### src/design/bip_pkg.sv
`default_nettype none

package bip_pkg;

  ////////////////////
  // Widths and depths
  ////////////////////
  localparam int DATA_W     = 16;   // Accumulator and data word
  localparam int OPCODE_W   = 5;    // Upper instruction field
  localparam int OPERAND_W  = 11;   // Address or immediate
  localparam int PC_W       = 11;
  localparam int PROG_DEPTH = 2048; // Instruction words
  localparam int DATA_DEPTH = 2048; // Data words

  // Vector types
  typedef logic [DATA_W-1:0]    word_t;
  typedef logic [OPCODE_W-1:0]  opcode_t;
  typedef logic [OPERAND_W-1:0] operand_t;
  typedef logic [PC_W-1:0]      pc_t;

  ////////////////////
  // Opcodes
  ////////////////////
  localparam opcode_t OP_HLT  = 5'd0; // Stop fetching
  localparam opcode_t OP_STO  = 5'd1; // mem[op] = acc
  localparam opcode_t OP_LD   = 5'd2; // acc = mem[op]
  localparam opcode_t OP_LDI  = 5'd3; // acc = sext(op)
  localparam opcode_t OP_ADD  = 5'd4; // acc += mem[op]
  localparam opcode_t OP_ADDI = 5'd5; // acc += sext(op)
  localparam opcode_t OP_SUB  = 5'd6; // acc -= mem[op]
  localparam opcode_t OP_SUBI = 5'd7; // acc -= sext(op)

  // Accumulator load source
  localparam logic [1:0] SEL_A_MEM = 2'd0;
  localparam logic [1:0] SEL_A_IMM = 2'd1;
  localparam logic [1:0] SEL_A_ALU = 2'd2;

  // ALU second operand source
  localparam logic SEL_B_MEM = 1'b0;
  localparam logic SEL_B_IMM = 1'b1;

  // Control FSM
  typedef enum logic {
    ST_RUN  = 1'b0,
    ST_HALT = 1'b1
  } run_state_t;

endpackage

`default_nettype wire

### src/design/accumulator_datapath.sv
`timescale 1ns/1ps
`default_nettype none

// Accumulator, immediate extension and add/subtract unit
module accumulator_datapath (
  input  wire                i_clk,
  input  wire                i_rsta,
  input  bip_pkg::operand_t  i_operand,   // Immediate field
  input  bip_pkg::word_t     i_mem_data,  // Word read on the falling edge
  input  wire                i_wr_acc,    // Load accumulator
  input  wire  [1:0]         i_sel_a,     // Accumulator source
  input  wire                i_sel_b,     // ALU operand B source
  input  wire                i_sub,       // Subtract instead of add
  output bip_pkg::word_t     o_acc
);

  bip_pkg::word_t acc_q;
  bip_pkg::word_t imm_ext;
  bip_pkg::word_t alu_b;
  bip_pkg::word_t alu_res;
  bip_pkg::word_t acc_d;

  ////////////////////
  // Operand path
  ////////////////////
  // Sign extend 11 bit immediate to word
  assign imm_ext = {{(bip_pkg::DATA_W - bip_pkg::OPERAND_W){i_operand[bip_pkg::OPERAND_W-1]}},
                    i_operand};

  assign alu_b = (i_sel_b == bip_pkg::SEL_B_IMM) ? imm_ext : i_mem_data;

  // Wraps at 16 bits, no carry kept
  always_comb begin
    if (i_sub) begin
      alu_res = acc_q - alu_b;
    end else begin
      alu_res = acc_q + alu_b;
    end
  end

  // Accumulator source
  always_comb begin
    case (i_sel_a)
      bip_pkg::SEL_A_MEM: acc_d = i_mem_data;  // LD
      bip_pkg::SEL_A_IMM: acc_d = imm_ext;     // LDI
      default:            acc_d = alu_res;     // Arithmetic
    endcase
  end

  ////////////////////
  // Accumulator reg
  ////////////////////
  always_ff @(posedge i_clk) begin
    if (i_rsta) begin
      acc_q <= '0;
    end else if (i_wr_acc) begin
      acc_q <= acc_d;
    end
  end

  // Also the STO write data
  assign o_acc = acc_q;

endmodule

`default_nettype wire

### config.mk
export PLATFORM = sky130hd
export DESIGN_NAME = accumulator_datapath
export DESIGN_NICKNAME = d
export VERILOG_FILES = /design/src/design/bip_pkg.sv /design/src/design/accumulator_datapath.sv
export SDC_FILE = /design/constraint.sdc
export NUM_CORES = 1
export LEC_CHECK = 0
export BUFFER_PORTS_ARGS = -buffer_cell sky130_fd_sc_hd__buf_2
export CORE_ASPECT_RATIO = 1.1
export CORE_MARGIN = 3
export CORE_UTILIZATION = 55
export CTS_CLUSTER_SIZE = 8
export DETAILED_ROUTE_END_ITERATION = 16
export GPL_TIMING_DRIVEN = 0
export HOLD_SLACK_MARGIN = 0.02
export MAX_ROUTING_LAYER = met4
export PLACE_DENSITY = 0.81
export SLEW_MARGIN = 10
export SYNTH_ARGS = -nofsm -noshare
export SYNTH_HDL_FRONTEND = slang
export SYNTH_SLANG_ARGS = --single-unit
### constraint.sdc
create_clock -name i_clk -period 11.26 [get_ports i_clk]
set_clock_uncertainty 0.1 [all_clocks]
set_input_delay 0.563 -clock i_clk [delete_from_list [all_inputs] [get_ports i_clk]]
set_output_delay 0.563 -clock i_clk [all_outputs]
set_load 0.05 [all_outputs]
==> results by group <==
Place
  – Detailed Place HPWL: 5160 um
  – Routability cong.: 0.948
  – Pre-CTS setup slack: 6.03 ns
  – I/O Buffers: 44

Route
  – WL met2: 3230 um
  – Residual DRC: 0
  – Routed via count: 2,480
  – ANT nets after route: 0
  – Vias/cell: 6.22
  – Met3 WL post-DR: 437 um
  – Top Layer Used: met4
  – TritonRoute pass-1 iters: 5
  – 1st-iter DRT viols: 192
  – DRT met1 WL: 2990 um
  – WL/cell: 17.0 um
  – Final WL: 6790 um

STA
  – Final Cycle Share: 44.8%
  – Setup TNS: 0 ns
  – Final setup fails: 0
  – RSZ-0062 raised after global routing: no
  – Min cycle time layout: 5.04 ns
  – FMAX: 198 MHz
  – Worst rel slew slack: 51.6%
  – Max Slew Vio Count: 0
  – Least-Margin Pin Slew: 0.726 ns
  – Min setup slack post-route: 6.22 ns
  – Final count of hold timing violations: 0

GRT
  – Largest net degree at the start of global routing: 11
  – Vias in the first global route: 2,266
  – Overall routing resource usage: 28.8%
  – Global-route wire length before repair: 10,700 um
  – Grt ovf: 0
  – Initial antenna violation count: 0

Logic synthesis
  – Number of synthesized flops with an enable pin: 0
  – Main area contributors after synthesis: dfxtp_1 (14%), mux2i_1 (11%), ha_1 (8.9%)
  – Seq/Total Area, Yosys: 14.3%
  – Leading area contributor after synthesis: dfxtp_1
  – Syn nets: 352
  – FFs w/ async S/R, synth: 0%
  – Synthesized cell area: 2250 sq um
  – Post-Syn Instances: 301
  – Synth Flop Type: dfxtp_1
  – Post-synthesis register bit count: 16
  – Area share of the largest cell type after synthesis: 14.3%
  – Ys Warns: 0
  – Mean Syn Cell Area: 7.47 sq um
  – Synth cell types: 54

Floorplan
  – # rows: 23
  – IO Count: 50
  – Core area: 3800 sq um
  – Die Footprint: 4890 sq um
  – Initial Utilization: 59.2%
  – Die X: 66.9 um
  – Die Ht: 73.0 um

Critical path
  – Critical Path RT: 11.30 ns
  – Startpoint Class: primary input
  – Critical Path Fanout Max: 10
  – Worst Setup End Kind: register
  – Worst Path Arrival: 5.08 ns
  – CP Class: primary input to register

Power and ir drop
  – Pwr/cell area: 112 nW/um^2
  – Final Power: 0.000290 W
  – Peak supply drop: 70.9 uV
  – Leakage power: 1.16 nW

Finish
  – Share of layout cells above drive strength 1: 15.2%
  – Max reg flops: 16
  – Area Overhead vs Synth: 15.0%
  – Diodes inserted: 0
  – Nets: 401

Clock network
  – Clock Tree Buf Depth: 2
  – Root Buffer: clkbuf_8
  – Total CTS buffers: 3
  – Max H-tree Level: 1
  – CTS Sinks: 16
  – Hold_buf cts: 0
  – Post-CTS Repair Setup Buffers: 0
  – Cts repair resizes: 0
  – Clock Latency Late Sink: 0.26 ns
  – CTS clk-pin slew, worst paths: 0.08 ns
  – CTS tree: yes

Min path
  – Hold Path Class: register to register

Job
  – Max-Cap Viols: 0

Run status
  – Outcome: finished, final reports clean
cells in the mapped netlist, types with 4 or more instances:
cell type  count
clkbuf_1      17
xor2_1        10
dfxtp_1       16
o21a_1         9
nor2_1        22
nand2_1       15
and3_1         4
a21o_1         6
ha_1          16
mux2i_1       25
o211ai_1       6
a211oi_1       5
or3_1          4
nand3_1        5
nor3_1        10
a21oi_1       31
o21ai_0       18
o32ai_1        6
inv_1          8
xnor2_1        9
nand2b_1      11
path summary, 6_finish.rpt:
kind	from	to	slack [ns]	depth (start not counted)
worst max-delay path	i_sel_b	o_acc[10]$_SDFFE_PP0P_	6.22	15
worst min-delay path	o_acc[8]$_SDFFE_PP0P_	o_acc[8]$_SDFFE_PP0P_	0.39	2
worst max register to register	o_acc[0]$_SDFFE_PP0P_	o_acc[10]$_SDFFE_PP0P_	8.12	10
worst min register to register	o_acc[8]$_SDFFE_PP0P_	o_acc[8]$_SDFFE_PP0P_	0.39	2
through the flow:
step	utilization, %	instances	cell area, sq um	hold slack [ns]
CTS	68.1	399	2580	0.389
detailed placement	66.6	395	2530	0.377
finish	68.1	399	2580	0.391
floorplan	-	301	2250	0.604
global placement	66.6	395	2530	0.376
global route	68.1	399	2580	0.410
worst max-delay path, stage by stage:
cell and delay (ns):
buf_2 0.18, clkbuf_1 0.41, buf_1 0.53, buf_2 0.39, mux2i_1 0.26, ha_1 0.24, nor2_1 0.07, xor2_1 0.18
ha_1 0.33, a21o_1 0.23, a211o_1 0.34, a2111oi_2 0.55, o21ai_0 0.27, xnor2_1 0.18, a2111oi_0 0.36
cells in the final DEF (no fill, tap or decap), drive strengths merged, types with 4 or more instances in the layout:
cell type / count
buf: 47
a21oi: 31
mux2i: 25
nor2: 22
clkbuf: 21
o21ai: 18
ha: 16
dfxtp: 16
nand2: 15
nand2b: 11
nor3: 10
xor2: 10
xnor2: 9
o21a: 9
inv: 8
o32ai: 6
a21o: 6
o211ai: 6
nand3: 5
a211oi: 5
or3: 4
and3: 4
logic make-up after synthesis:
kind of cell	Yosys count	synth area share, %
buf+inv	28	4.73
xor+xnor	19	7.41
compound gates	102	30.2
mux	26	11.6
fa+ha+maj	17	9.80
flops	16	14.3
simple gates	93	22.0
area by class of cell:
cell class	instances	area, sq um
multi-input cells	257	1820
fillers	350	1210
flip-flops and latches	16	320
repair buffers	44	220
plain buffers	20	76.3
well taps	50	62.6
clock buffers	4	55.1
inverters	8	30.0
per-layer routing:
layer,GRT usage (%),vias up
li1,-,1223
met1,36.7,1144
met2,48.6,103
met3,2.77,10
met4,7.43,0
met5,-,-
power by group:
part | leakage, nW | internal, W | switching (W)
clock network | 0.0288 | 0.0000311 | 0.0000245
logic | 1.00 | 0.0000643 | 0.000102
registers | 0.132 | 0.0000628 | 0.00000528
total | 1.16 | 0.000158 | 0.000132
(Power assumes the default switching activity.)
