$ cat config.mk
export PLATFORM = sky130hd
export DESIGN_NAME = cpu_control
export DESIGN_NICKNAME = d
export VERILOG_FILES = /design/src/design/bip_pkg.sv /design/src/design/cpu_control.sv
export SDC_FILE = /design/constraint.sdc
export NUM_CORES = 1
export LEC_CHECK = 0
export BUFFER_PORTS_ARGS = -buffer_cell sky130_fd_sc_hd__buf_4
export CAP_MARGIN = 15
export CORE_MARGIN = 2
export CORE_UTILIZATION = 42
export CTS_BUF_LIST = sky130_fd_sc_hd__clkbuf_8
export CTS_CLUSTER_DIAMETER = 200
export DETAILED_ROUTE_END_ITERATION = 7
export PLACE_DENSITY = 0.8
export SYNTH_ARGS = -nofsm -noshare
export SYNTH_HDL_FRONTEND = slang
export SYNTH_SLANG_ARGS = --single-unit
export TNS_END_PERCENT = 50
$ cat constraint.sdc
create_clock -name i_clk -period 1.6 [get_ports i_clk]
set_input_delay 0.16 -clock i_clk [delete_from_list [all_inputs] [get_ports i_clk]]
set_output_delay 0.16 -clock i_clk [all_outputs]
set_load 0.05 [all_outputs]
$ cat src/design/bip_pkg.sv
`default_nettype none

package bip_pkg;

  ////////////////////
  // Widths and depths
  ////////////////////
  localparam int DATA_W     = 16;   // Accumulator and data word
  localparam int OPCODE_W   = 5;    // Upper instruction field
  localparam int OPERAND_W  = 11;   // Address or immediate
  localparam int PC_W       = 11;
  localparam int PROG_DEPTH = 2048; // Instruction words
  localparam int DATA_DEPTH = 2048; // Data words

  // Vector types
  typedef logic [DATA_W-1:0]    word_t;
  typedef logic [OPCODE_W-1:0]  opcode_t;
  typedef logic [OPERAND_W-1:0] operand_t;
  typedef logic [PC_W-1:0]      pc_t;

  ////////////////////
  // Opcodes
  ////////////////////
  localparam opcode_t OP_HLT  = 5'd0; // Stop fetching
  localparam opcode_t OP_STO  = 5'd1; // mem[op] = acc
  localparam opcode_t OP_LD   = 5'd2; // acc = mem[op]
  localparam opcode_t OP_LDI  = 5'd3; // acc = sext(op)
  localparam opcode_t OP_ADD  = 5'd4; // acc += mem[op]
  localparam opcode_t OP_ADDI = 5'd5; // acc += sext(op)
  localparam opcode_t OP_SUB  = 5'd6; // acc -= mem[op]
  localparam opcode_t OP_SUBI = 5'd7; // acc -= sext(op)

  // Accumulator load source
  localparam logic [1:0] SEL_A_MEM = 2'd0;
  localparam logic [1:0] SEL_A_IMM = 2'd1;
  localparam logic [1:0] SEL_A_ALU = 2'd2;

  // ALU second operand source
  localparam logic SEL_B_MEM = 1'b0;
  localparam logic SEL_B_IMM = 1'b1;

  // Control FSM
  typedef enum logic {
    ST_RUN  = 1'b0,
    ST_HALT = 1'b1
  } run_state_t;

endpackage

`default_nettype wire

$ cat src/design/cpu_control.sv
`timescale 1ns/1ps
`default_nettype none

// Program counter, run/halt FSM and instruction decode
module cpu_control (
  input  wire                i_clk,
  input  wire                i_rsta,
  input  bip_pkg::word_t     i_instr,   // Current instruction
  output bip_pkg::pc_t       o_pc,      // Fetch address
  output logic               o_halt,    // Core stopped
  output bip_pkg::operand_t  o_operand, // Address or immediate
  output logic               o_wr_ram,  // Data memory write
  output logic               o_wr_acc,  // Accumulator load
  output logic [1:0]         o_sel_a,   // Accumulator source
  output logic               o_sel_b,   // ALU operand B source
  output logic               o_sub      // ALU subtract
);

  bip_pkg::run_state_t state_q;
  bip_pkg::pc_t        pc_q;
  bip_pkg::opcode_t    opcode;
  logic                run;             // Core may commit this cycle

  // Instruction fields
  assign opcode    = i_instr[bip_pkg::DATA_W-1 -: bip_pkg::OPCODE_W];
  assign o_operand = i_instr[bip_pkg::OPERAND_W-1:0];

  ////////////////////
  // PC and FSM
  ////////////////////
  always_ff @(posedge i_clk) begin
    if (i_rsta) begin
      state_q <= bip_pkg::ST_RUN;
      pc_q    <= '0;
    end else if (state_q == bip_pkg::ST_RUN) begin
      if (opcode == bip_pkg::OP_HLT) begin
        state_q <= bip_pkg::ST_HALT;    // PC stays on the HLT word
      end else begin
        pc_q <= pc_q + bip_pkg::pc_t'(1);
      end
    end
    // ST_HALT holds everything until reset
  end

  // Enables blocked in reset and after a halt
  assign run = (state_q == bip_pkg::ST_RUN) && !i_rsta;

  ////////////////////
  // Decode
  ////////////////////
  always_comb begin
    o_wr_ram = 1'b0;
    o_wr_acc = 1'b0;
    o_sel_a  = bip_pkg::SEL_A_ALU;
    o_sel_b  = bip_pkg::SEL_B_MEM;
    o_sub    = 1'b0;
    case (opcode)
      bip_pkg::OP_STO: begin
        o_wr_ram = run;
      end
      bip_pkg::OP_LD: begin
        o_wr_acc = run;
        o_sel_a  = bip_pkg::SEL_A_MEM;
      end
      bip_pkg::OP_LDI: begin
        o_wr_acc = run;
        o_sel_a  = bip_pkg::SEL_A_IMM;
      end
      bip_pkg::OP_ADD: begin
        o_wr_acc = run;                 // acc + mem word
      end
      bip_pkg::OP_ADDI: begin
        o_wr_acc = run;
        o_sel_b  = bip_pkg::SEL_B_IMM;
      end
      bip_pkg::OP_SUB: begin
        o_wr_acc = run;
        o_sub    = 1'b1;
      end
      bip_pkg::OP_SUBI: begin
        o_wr_acc = run;
        o_sel_b  = bip_pkg::SEL_B_IMM;
        o_sub    = 1'b1;
      end
      default: begin
        // HLT and undefined opcodes commit nothing
      end
    endcase
  end

  assign o_pc   = pc_q;
  assign o_halt = (state_q == bip_pkg::ST_HALT);

endmodule

`default_nettype wire

==> flow_summary_export.csv, run 1 <==
group,metric,value,unit
run_status,status,"finished clean",
critical_path,worstPathMaxFanout,6,
logic_synthesis,synthesis.area,714.4,um2
finish,nFillCells,140,
finish,diodes,0,
clock_network,htreeDepth,1,
logic_synthesis,synth_area_leaders,"dfxtp_1 (34%), buf_4 (13%), xor2_1 (8.6%), nor2_1 (6.3%), o2111ai_2 (4.2%)",
clock_network,cts_buffer_depth,2,
floorplan,die_area,2047,um2
sta,slew_headroom,74.09,%
drt,drtAntennaViolNets,0,
power,irDropWorstVdd,0.0005491,V
logic_synthesis,syn-num-nets,98,
clock_network,cts_num_sinks,12,
clock_network,cts_hold_buf,0,
critical_path,start_kind,"flip-flop",
grt,grt_pass1_vias,515,
drt,viasPerCell,5.473,
floorplan,ios,47,
sta,layout_min_cycle_time,1514,ps
worst_hold_path,hold_class,"input pin to flip-flop",
place,io_buffers,24,
floorplan,coreArea,1559,um2
sta,fmaxAchievable,660.7,MHz
critical_path,cp.required,1770,ps
critical_path,rr_worst_depth,5,
clock_network,numCtsBuffers,3,
sta,hold_slack,191.5,ps
critical_path,r2r_end,"o_pc[8]$_SDFFE_PP0P_",
clock_network,path_clk_slew,50,ps
sta,hold_viol,0,
logic_synthesis,ys_seq_area_share,33.63,%
logic_synthesis,ys_ff_latch,12,
clock_network,clk_latency,240,ps
grt,grt_use_total,15.18,%
finish,nets,116,
sta,layout_setup_ws,86.49,ps
logic_synthesis,synth_top_area_share,33.63,%
finish,drive_gt1_share,51.04,%
logic_synthesis,syn_area_per_cell,9.043,um2
logic_synthesis,yosysWarnings,0,
clock_network,cts_tree,"done",
grt,grt_max_degree,15,
place,pre_cts_slack,-10.35,ps
drt,totalWireLength,1451,um
floorplan,start_util,45.83,%
sta,max_slew.worst_pin.slew,388.7,ps
drt,drt_pass1_iterations,2,
sta,slew_violations,0,
run,drv_cap,0,
grt,antenna_found_initial,0,
worst_hold_path,hold_depth,2,
critical_path,worstReg2RegStart,"o_halt$_SDFF_PP0_",
drt,vias,613,
logic_synthesis,synth_top_cell_by_area,"dfxtp_1",
floorplan,fp.dieW,45.25,um
grt,grt_pass1_wl,2180,um
power,p_per_area,842.9,nW/um2
sta,finClkSkew,0.6596,ps
drt,drtIter0Drc,3,
worst_hold_path,whs_endpoint,"o_pc[10]$_SDFFE_PP0P_",
drt,routedWlPerCell,12.96,um
clock_network,root_buffer,"clkbuf_8",
floorplan,die_h,45.25,um
critical_path,end_kind,"flip-flop",
grt,grt_overflow_total,0,
place,dp_hpwl,1048,um
logic_synthesis,yosys.cell_types.count,28,
critical_path,cp.arrival,1680,ps
sta,period_share,94.59,%
power,p_leak,0.3997,nW
sta,rsz0062_at_grt,"no",
logic_synthesis,synth_cells,79,
floorplan,rows,14,
drt,drcViolationCount,0,
place,gp_congestion,0.7435,
finish,areaGrowthSynthToFinish,28.55,%
critical_path,r2r_setup_slack,90,ps
worst_hold_path,min_from,"i_rsta",
critical_path,worstSetupPathType,"flip-flop to flip-flop",
sta,final-setup-viol-count,0,
==> area by class of cell <==
cell class                      count  area (um2)  share of cell area (%)
Tap cell                           16       20.02                   2.180
Multi-Input combinational cell     53       379.1                   41.28
Clock buffer                        4       55.05                   5.995
Timing Repair Buffer               27       206.4                   22.48
Sequential cell                    12       257.7                   28.07
==> registers in the layout, summed over array words and instances (netlist names) <==
name / cells
o_halt: 1
o_pc: 11
==> Yosys cell counts <==
cell type,n
buf_4,12
o2111ai_2,2
a21oi_1,2
and3_2,1
a21oi_2,1
clkbuf_1,1
nor2b_1,1
or4_1,1
o21ai_0,3
nor3_1,2
xor2_1,7
and3_1,3
o21ai_1,2
and4b_1,1
ha_1,1
o211ai_4,1
nor2_1,12
o2111ai_1,2
nand3b_1,1
xnor2_1,1
mux2i_1,1
nand2_1,3
or4_2,1
buf_6,1
or3_2,2
nor3b_1,1
dfxtp_1,12
and3b_1,1
==> report_power, final <==
part	switching [mW]	internal [mW]	total [mW]	leakage, nW
sequential	0.0106	0.309	0.320	0.102
clock	0.108	0.217	0.325	0.0288
combinational	0.0831	0.0465	0.130	0.269
total	0.201	0.573	0.774	0.400
==> timing repair <==
item,4_1_cts,5_1_grt
setup endpoints to repair,1,0
resized for setup,4,0
setup buffers,1,0
==> routing by layer <==
metal / up-vias / global-route usage [%] / part of all wire [%]
met5: - / 0 / 0
met4: 0 / 11.76 / 2.9
met3: 8 / 4.000 / 8.3
met2: 30 / 22.00 / 44
met1: 277 / 18.92 / 45
li1: 298 / - / -
==> metrics by stage <==
step / utilization [%] / area (um2) / cells / TNS [ps] / power, mW
final: 58.91 / 918.4 / 112 / 0 / 0.7741
after global routing: 58.91 / 918.4 / 112 / 0 / 0.8168
after CTS: 58.91 / 918.4 / 112 / 0 / 0.7852
after detailed placement: 54.25 / 845.8 / 107 / -10.35 / 0.4547
after global placement: 54.25 / 845.8 / 107 / 0 / 0.4529
after floorplan: - / 735.7 / 79 / -386.4 / 0.4846
==> critical path: stages (launching register included) <==
cell      delay, ps
dfxtp_4         340
buf_4           150
and3b_1         250
o211ai_4        110
or3_2           450
a21oi_1         150
==> cells in the final DEF, fill, tap and decap left out, types with 2 or more instances in the layout <==
cell type,instances
a21oi_1,2
buf_4,26
o21ai_0,3
o2111ai_1,2
dfxtp_1,4
o21ai_1,2
dfxtp_2,5
clkbuf_8,4
nand2_1,3
o2111ai_2,2
nor2_1,11
xor2_1,7
dfxtp_4,3
and3_1,3
or3_2,2
==> cells by family after synthesis <==
logic type / Yosys count / synth area share [%]
compound gates: 13 / 15.76
buf+inv: 14 / 14.71
flops: 12 / 33.63
simple gates: 30 / 22.94
fa+ha+maj: 1 / 1.751
mux: 1 / 1.401
xor+xnor: 8 / 9.808
==> worst max-delay path by stage <==
| stage | from | end | depth (start not counted) |
|---|---|---|---|
| 2_1_floorplan | i_instr[14] | o_sel_a[0] | 3 |
| 3_3_place_gp | i_instr[12] | o_pc[6]$_SDFFE_PP0P_ | 5 |
| 3_5_place_dp | i_instr[12] | o_pc[6]$_SDFFE_PP0P_ | 5 |
| 4_1_cts | o_halt$_SDFF_PP0_ | o_pc[10]$_SDFFE_PP0P_ | 5 |
| 5_1_grt | o_halt$_SDFF_PP0_ | o_pc[8]$_SDFFE_PP0P_ | 5 |
| 6_report | o_halt$_SDFF_PP0_ | o_pc[8]$_SDFFE_PP0P_ | 5 |
Note: power is estimated with default switching activity, not from simulation.
==> run 2: changes to the inputs <==
- CTS_BUF_LIST: sky130_fd_sc_hd__clkbuf_8 -> sky130_fd_sc_hd__clkbuf_4 sky130_fd_sc_hd__clkbuf_8
==> flow_summary_export.csv, run 2 (synthesis results as in run 1) <==
group,metric,value,unit
grt,grt_use_total,14.58,%
clock_network,htreeDepth,1,
run_status,status,"finished clean",
drt,drt_pass1_iterations,4,
power,p_comb_share,18.9,%
critical_path,cp.arrival,1380,ps
drt,routedWlPerCell,13.05,um
sta,hold_slack,154.9,ps
critical_path,rr_worst_depth,5,
place,io_buffers,24,
sta,setup_tns,0,ps
finish,postLayoutCoreUtil,57.70,%
grt,grt_pass1_wl,2145,um
floorplan,die_h,45.25,um
clock_network,cts_buffer_depth,2,
worst_hold_path,hold_depth,2,
clock_network,root_buffer,"clkbuf_4",
drt,drtAntennaViolNets,0,
sta,slew_headroom,75.47,%
power,p_leak,0.3919,nW
sta,hold_viol,0,
power,switchingPower,0.1950,mW
sta,slew_violations,0,
place,gp_congestion,0.7435,
drt,viasPerCell,5.330,
finish,areaGrowthSynthToFinish,25.92,%
floorplan,start_util,45.83,%
grt,grt_max_degree,15,
critical_path,worstSetupPathType,"flip-flop to output pin",
clock_network,numCtsBuffers,3,
power,pwr-share-clk,34.8,%
worst_hold_path,hold_class,"input pin to flip-flop",
power,p_seq_share,46.3,%
sta,layout_min_cycle_time,1541,ps
power,p_int,0.4931,mW
sta,period_share,96.30,%
clock_network,cts_num_sinks,12,
sta,max_slew.worst_pin.slew,367.9,ps
finish,final_common_cell,"buf_4",
floorplan,rows,14,
grt,grt_pass1_vias,523,
finish,final_cell_mix,"buf_4 (26), nor2_1 (11), xor2_1 (7), dfxtp_2 (5), dfxtp_1 (4)",
grt,antenna_found_initial,0,
floorplan,fp.dieW,45.25,um
clock_network,cts_tree,"done",
drt,drcViolationCount,0,
finish,drive_gt1_share,51.04,%
power,irDropWorstVdd,0.0005415,V
sta,rsz0062_at_grt,"no",
floorplan,ios,47,
drt,drtIter0Drc,10,
sta,fmaxAchievable,649.0,MHz
floorplan,coreArea,1559,um2
drt,vias,597,
sta,final-setup-viol-count,0,
clock_network,clk_latency,270,ps
critical_path,start_kind,"flip-flop",
power,swShare,28.33,%
critical_path,end_kind,"output pin",
critical_path,cp.required,1440,ps
drt,totalWireLength,1462,um
place,dp_hpwl,1048,um
power,p_per_area,764.8,nW/um2
place,dpl_cell_area,845.8,um2
sta,finClkSkew,1.587,ps
clock_network,path_clk_slew,70,ps
finish,fin_area,899.6,um2
critical_path,worstPathMaxFanout,2,
grt,grt_overflow_total,0,
floorplan,die_area,2047,um2
finish,largest_reg_flops,11,
finish,nets,116,
finish,diodes,0,
run,drv_cap,0,
## run 2: changes by cell type in the layout (fill, tap and decap cells not counted)
| cell | previous run | this run |
|---|---|---|
| clkbuf_4 | 0 | 3 |
| clkbuf_8 | 4 | 1 |
## run 2: worst max-delay path, stage by stage (launching register included)
cell,delay (ps)
dfxtp_4,340
or4_4,470
nor2_2,130
buf_6,160
## run 2: path summary, 6_finish.rpt
check | start | to | slack, ps
worst min-delay path | i_rsta | o_pc[10]$_SDFFE_PP0P_ | 150
worst max-delay path | o_halt$_SDFF_PP0_ | o_wr_ram | 60
worst min register to register | o_pc[10]$_SDFFE_PP0P_ | o_pc[10]$_SDFFE_PP0P_ | 510
worst max register to register | o_halt$_SDFF_PP0_ | o_pc[8]$_SDFFE_PP0P_ | 80
## run 2: timing repair
action | CTS | global route
endpoints found under the hold margin | 0 | 0
gates resized for setup | 4 | 0
buffers inserted | 1 | 0
endpoints found under the setup margin | 1 | 0
hold buffers | 0 | 0
## run 2: layout make-up
class | instances | area (um2)
flip-flops and latches | 12 | 257.7
well taps | 16 | 20.02
repair buffers | 27 | 206.4
multi-input cells | 53 | 379.1
fillers | 140 | 659.4
clock buffers | 4 | 36.28
## run 2: power by group through the flow
stage               combinational [mW]  sequential, mW  clock, mW
floorplan                        0.126           0.359          0
global placement                 0.125           0.328          0
detailed placement               0.127           0.327          0
CTS                              0.130           0.319      0.254
global route                     0.138           0.321      0.266
finish                           0.130           0.319      0.240
## run 2: routing by layer
layer | wire (um) | up-vias | GRT usage, %
met3 | 109 | 6 | 2.800
met4 | 17 | 0 | 10.00
met1 | 673 | 265 | 17.60
met5 | 0 | - | 0
met2 | 662 | 27 | 23.14
li1 | - | 299 | -
## run 2: through the flow
step | power (mW) | cells | setup slack (ps)
floorplan | 0.4846 | 79 | -206.0
global placement | 0.4529 | 107 | 26.41
detailed placement | 0.4547 | 107 | -10.35
CTS | 0.7031 | 112 | 38.24
global route | 0.7237 | 112 | 16.85
finish | 0.6880 | 112 | 59.25
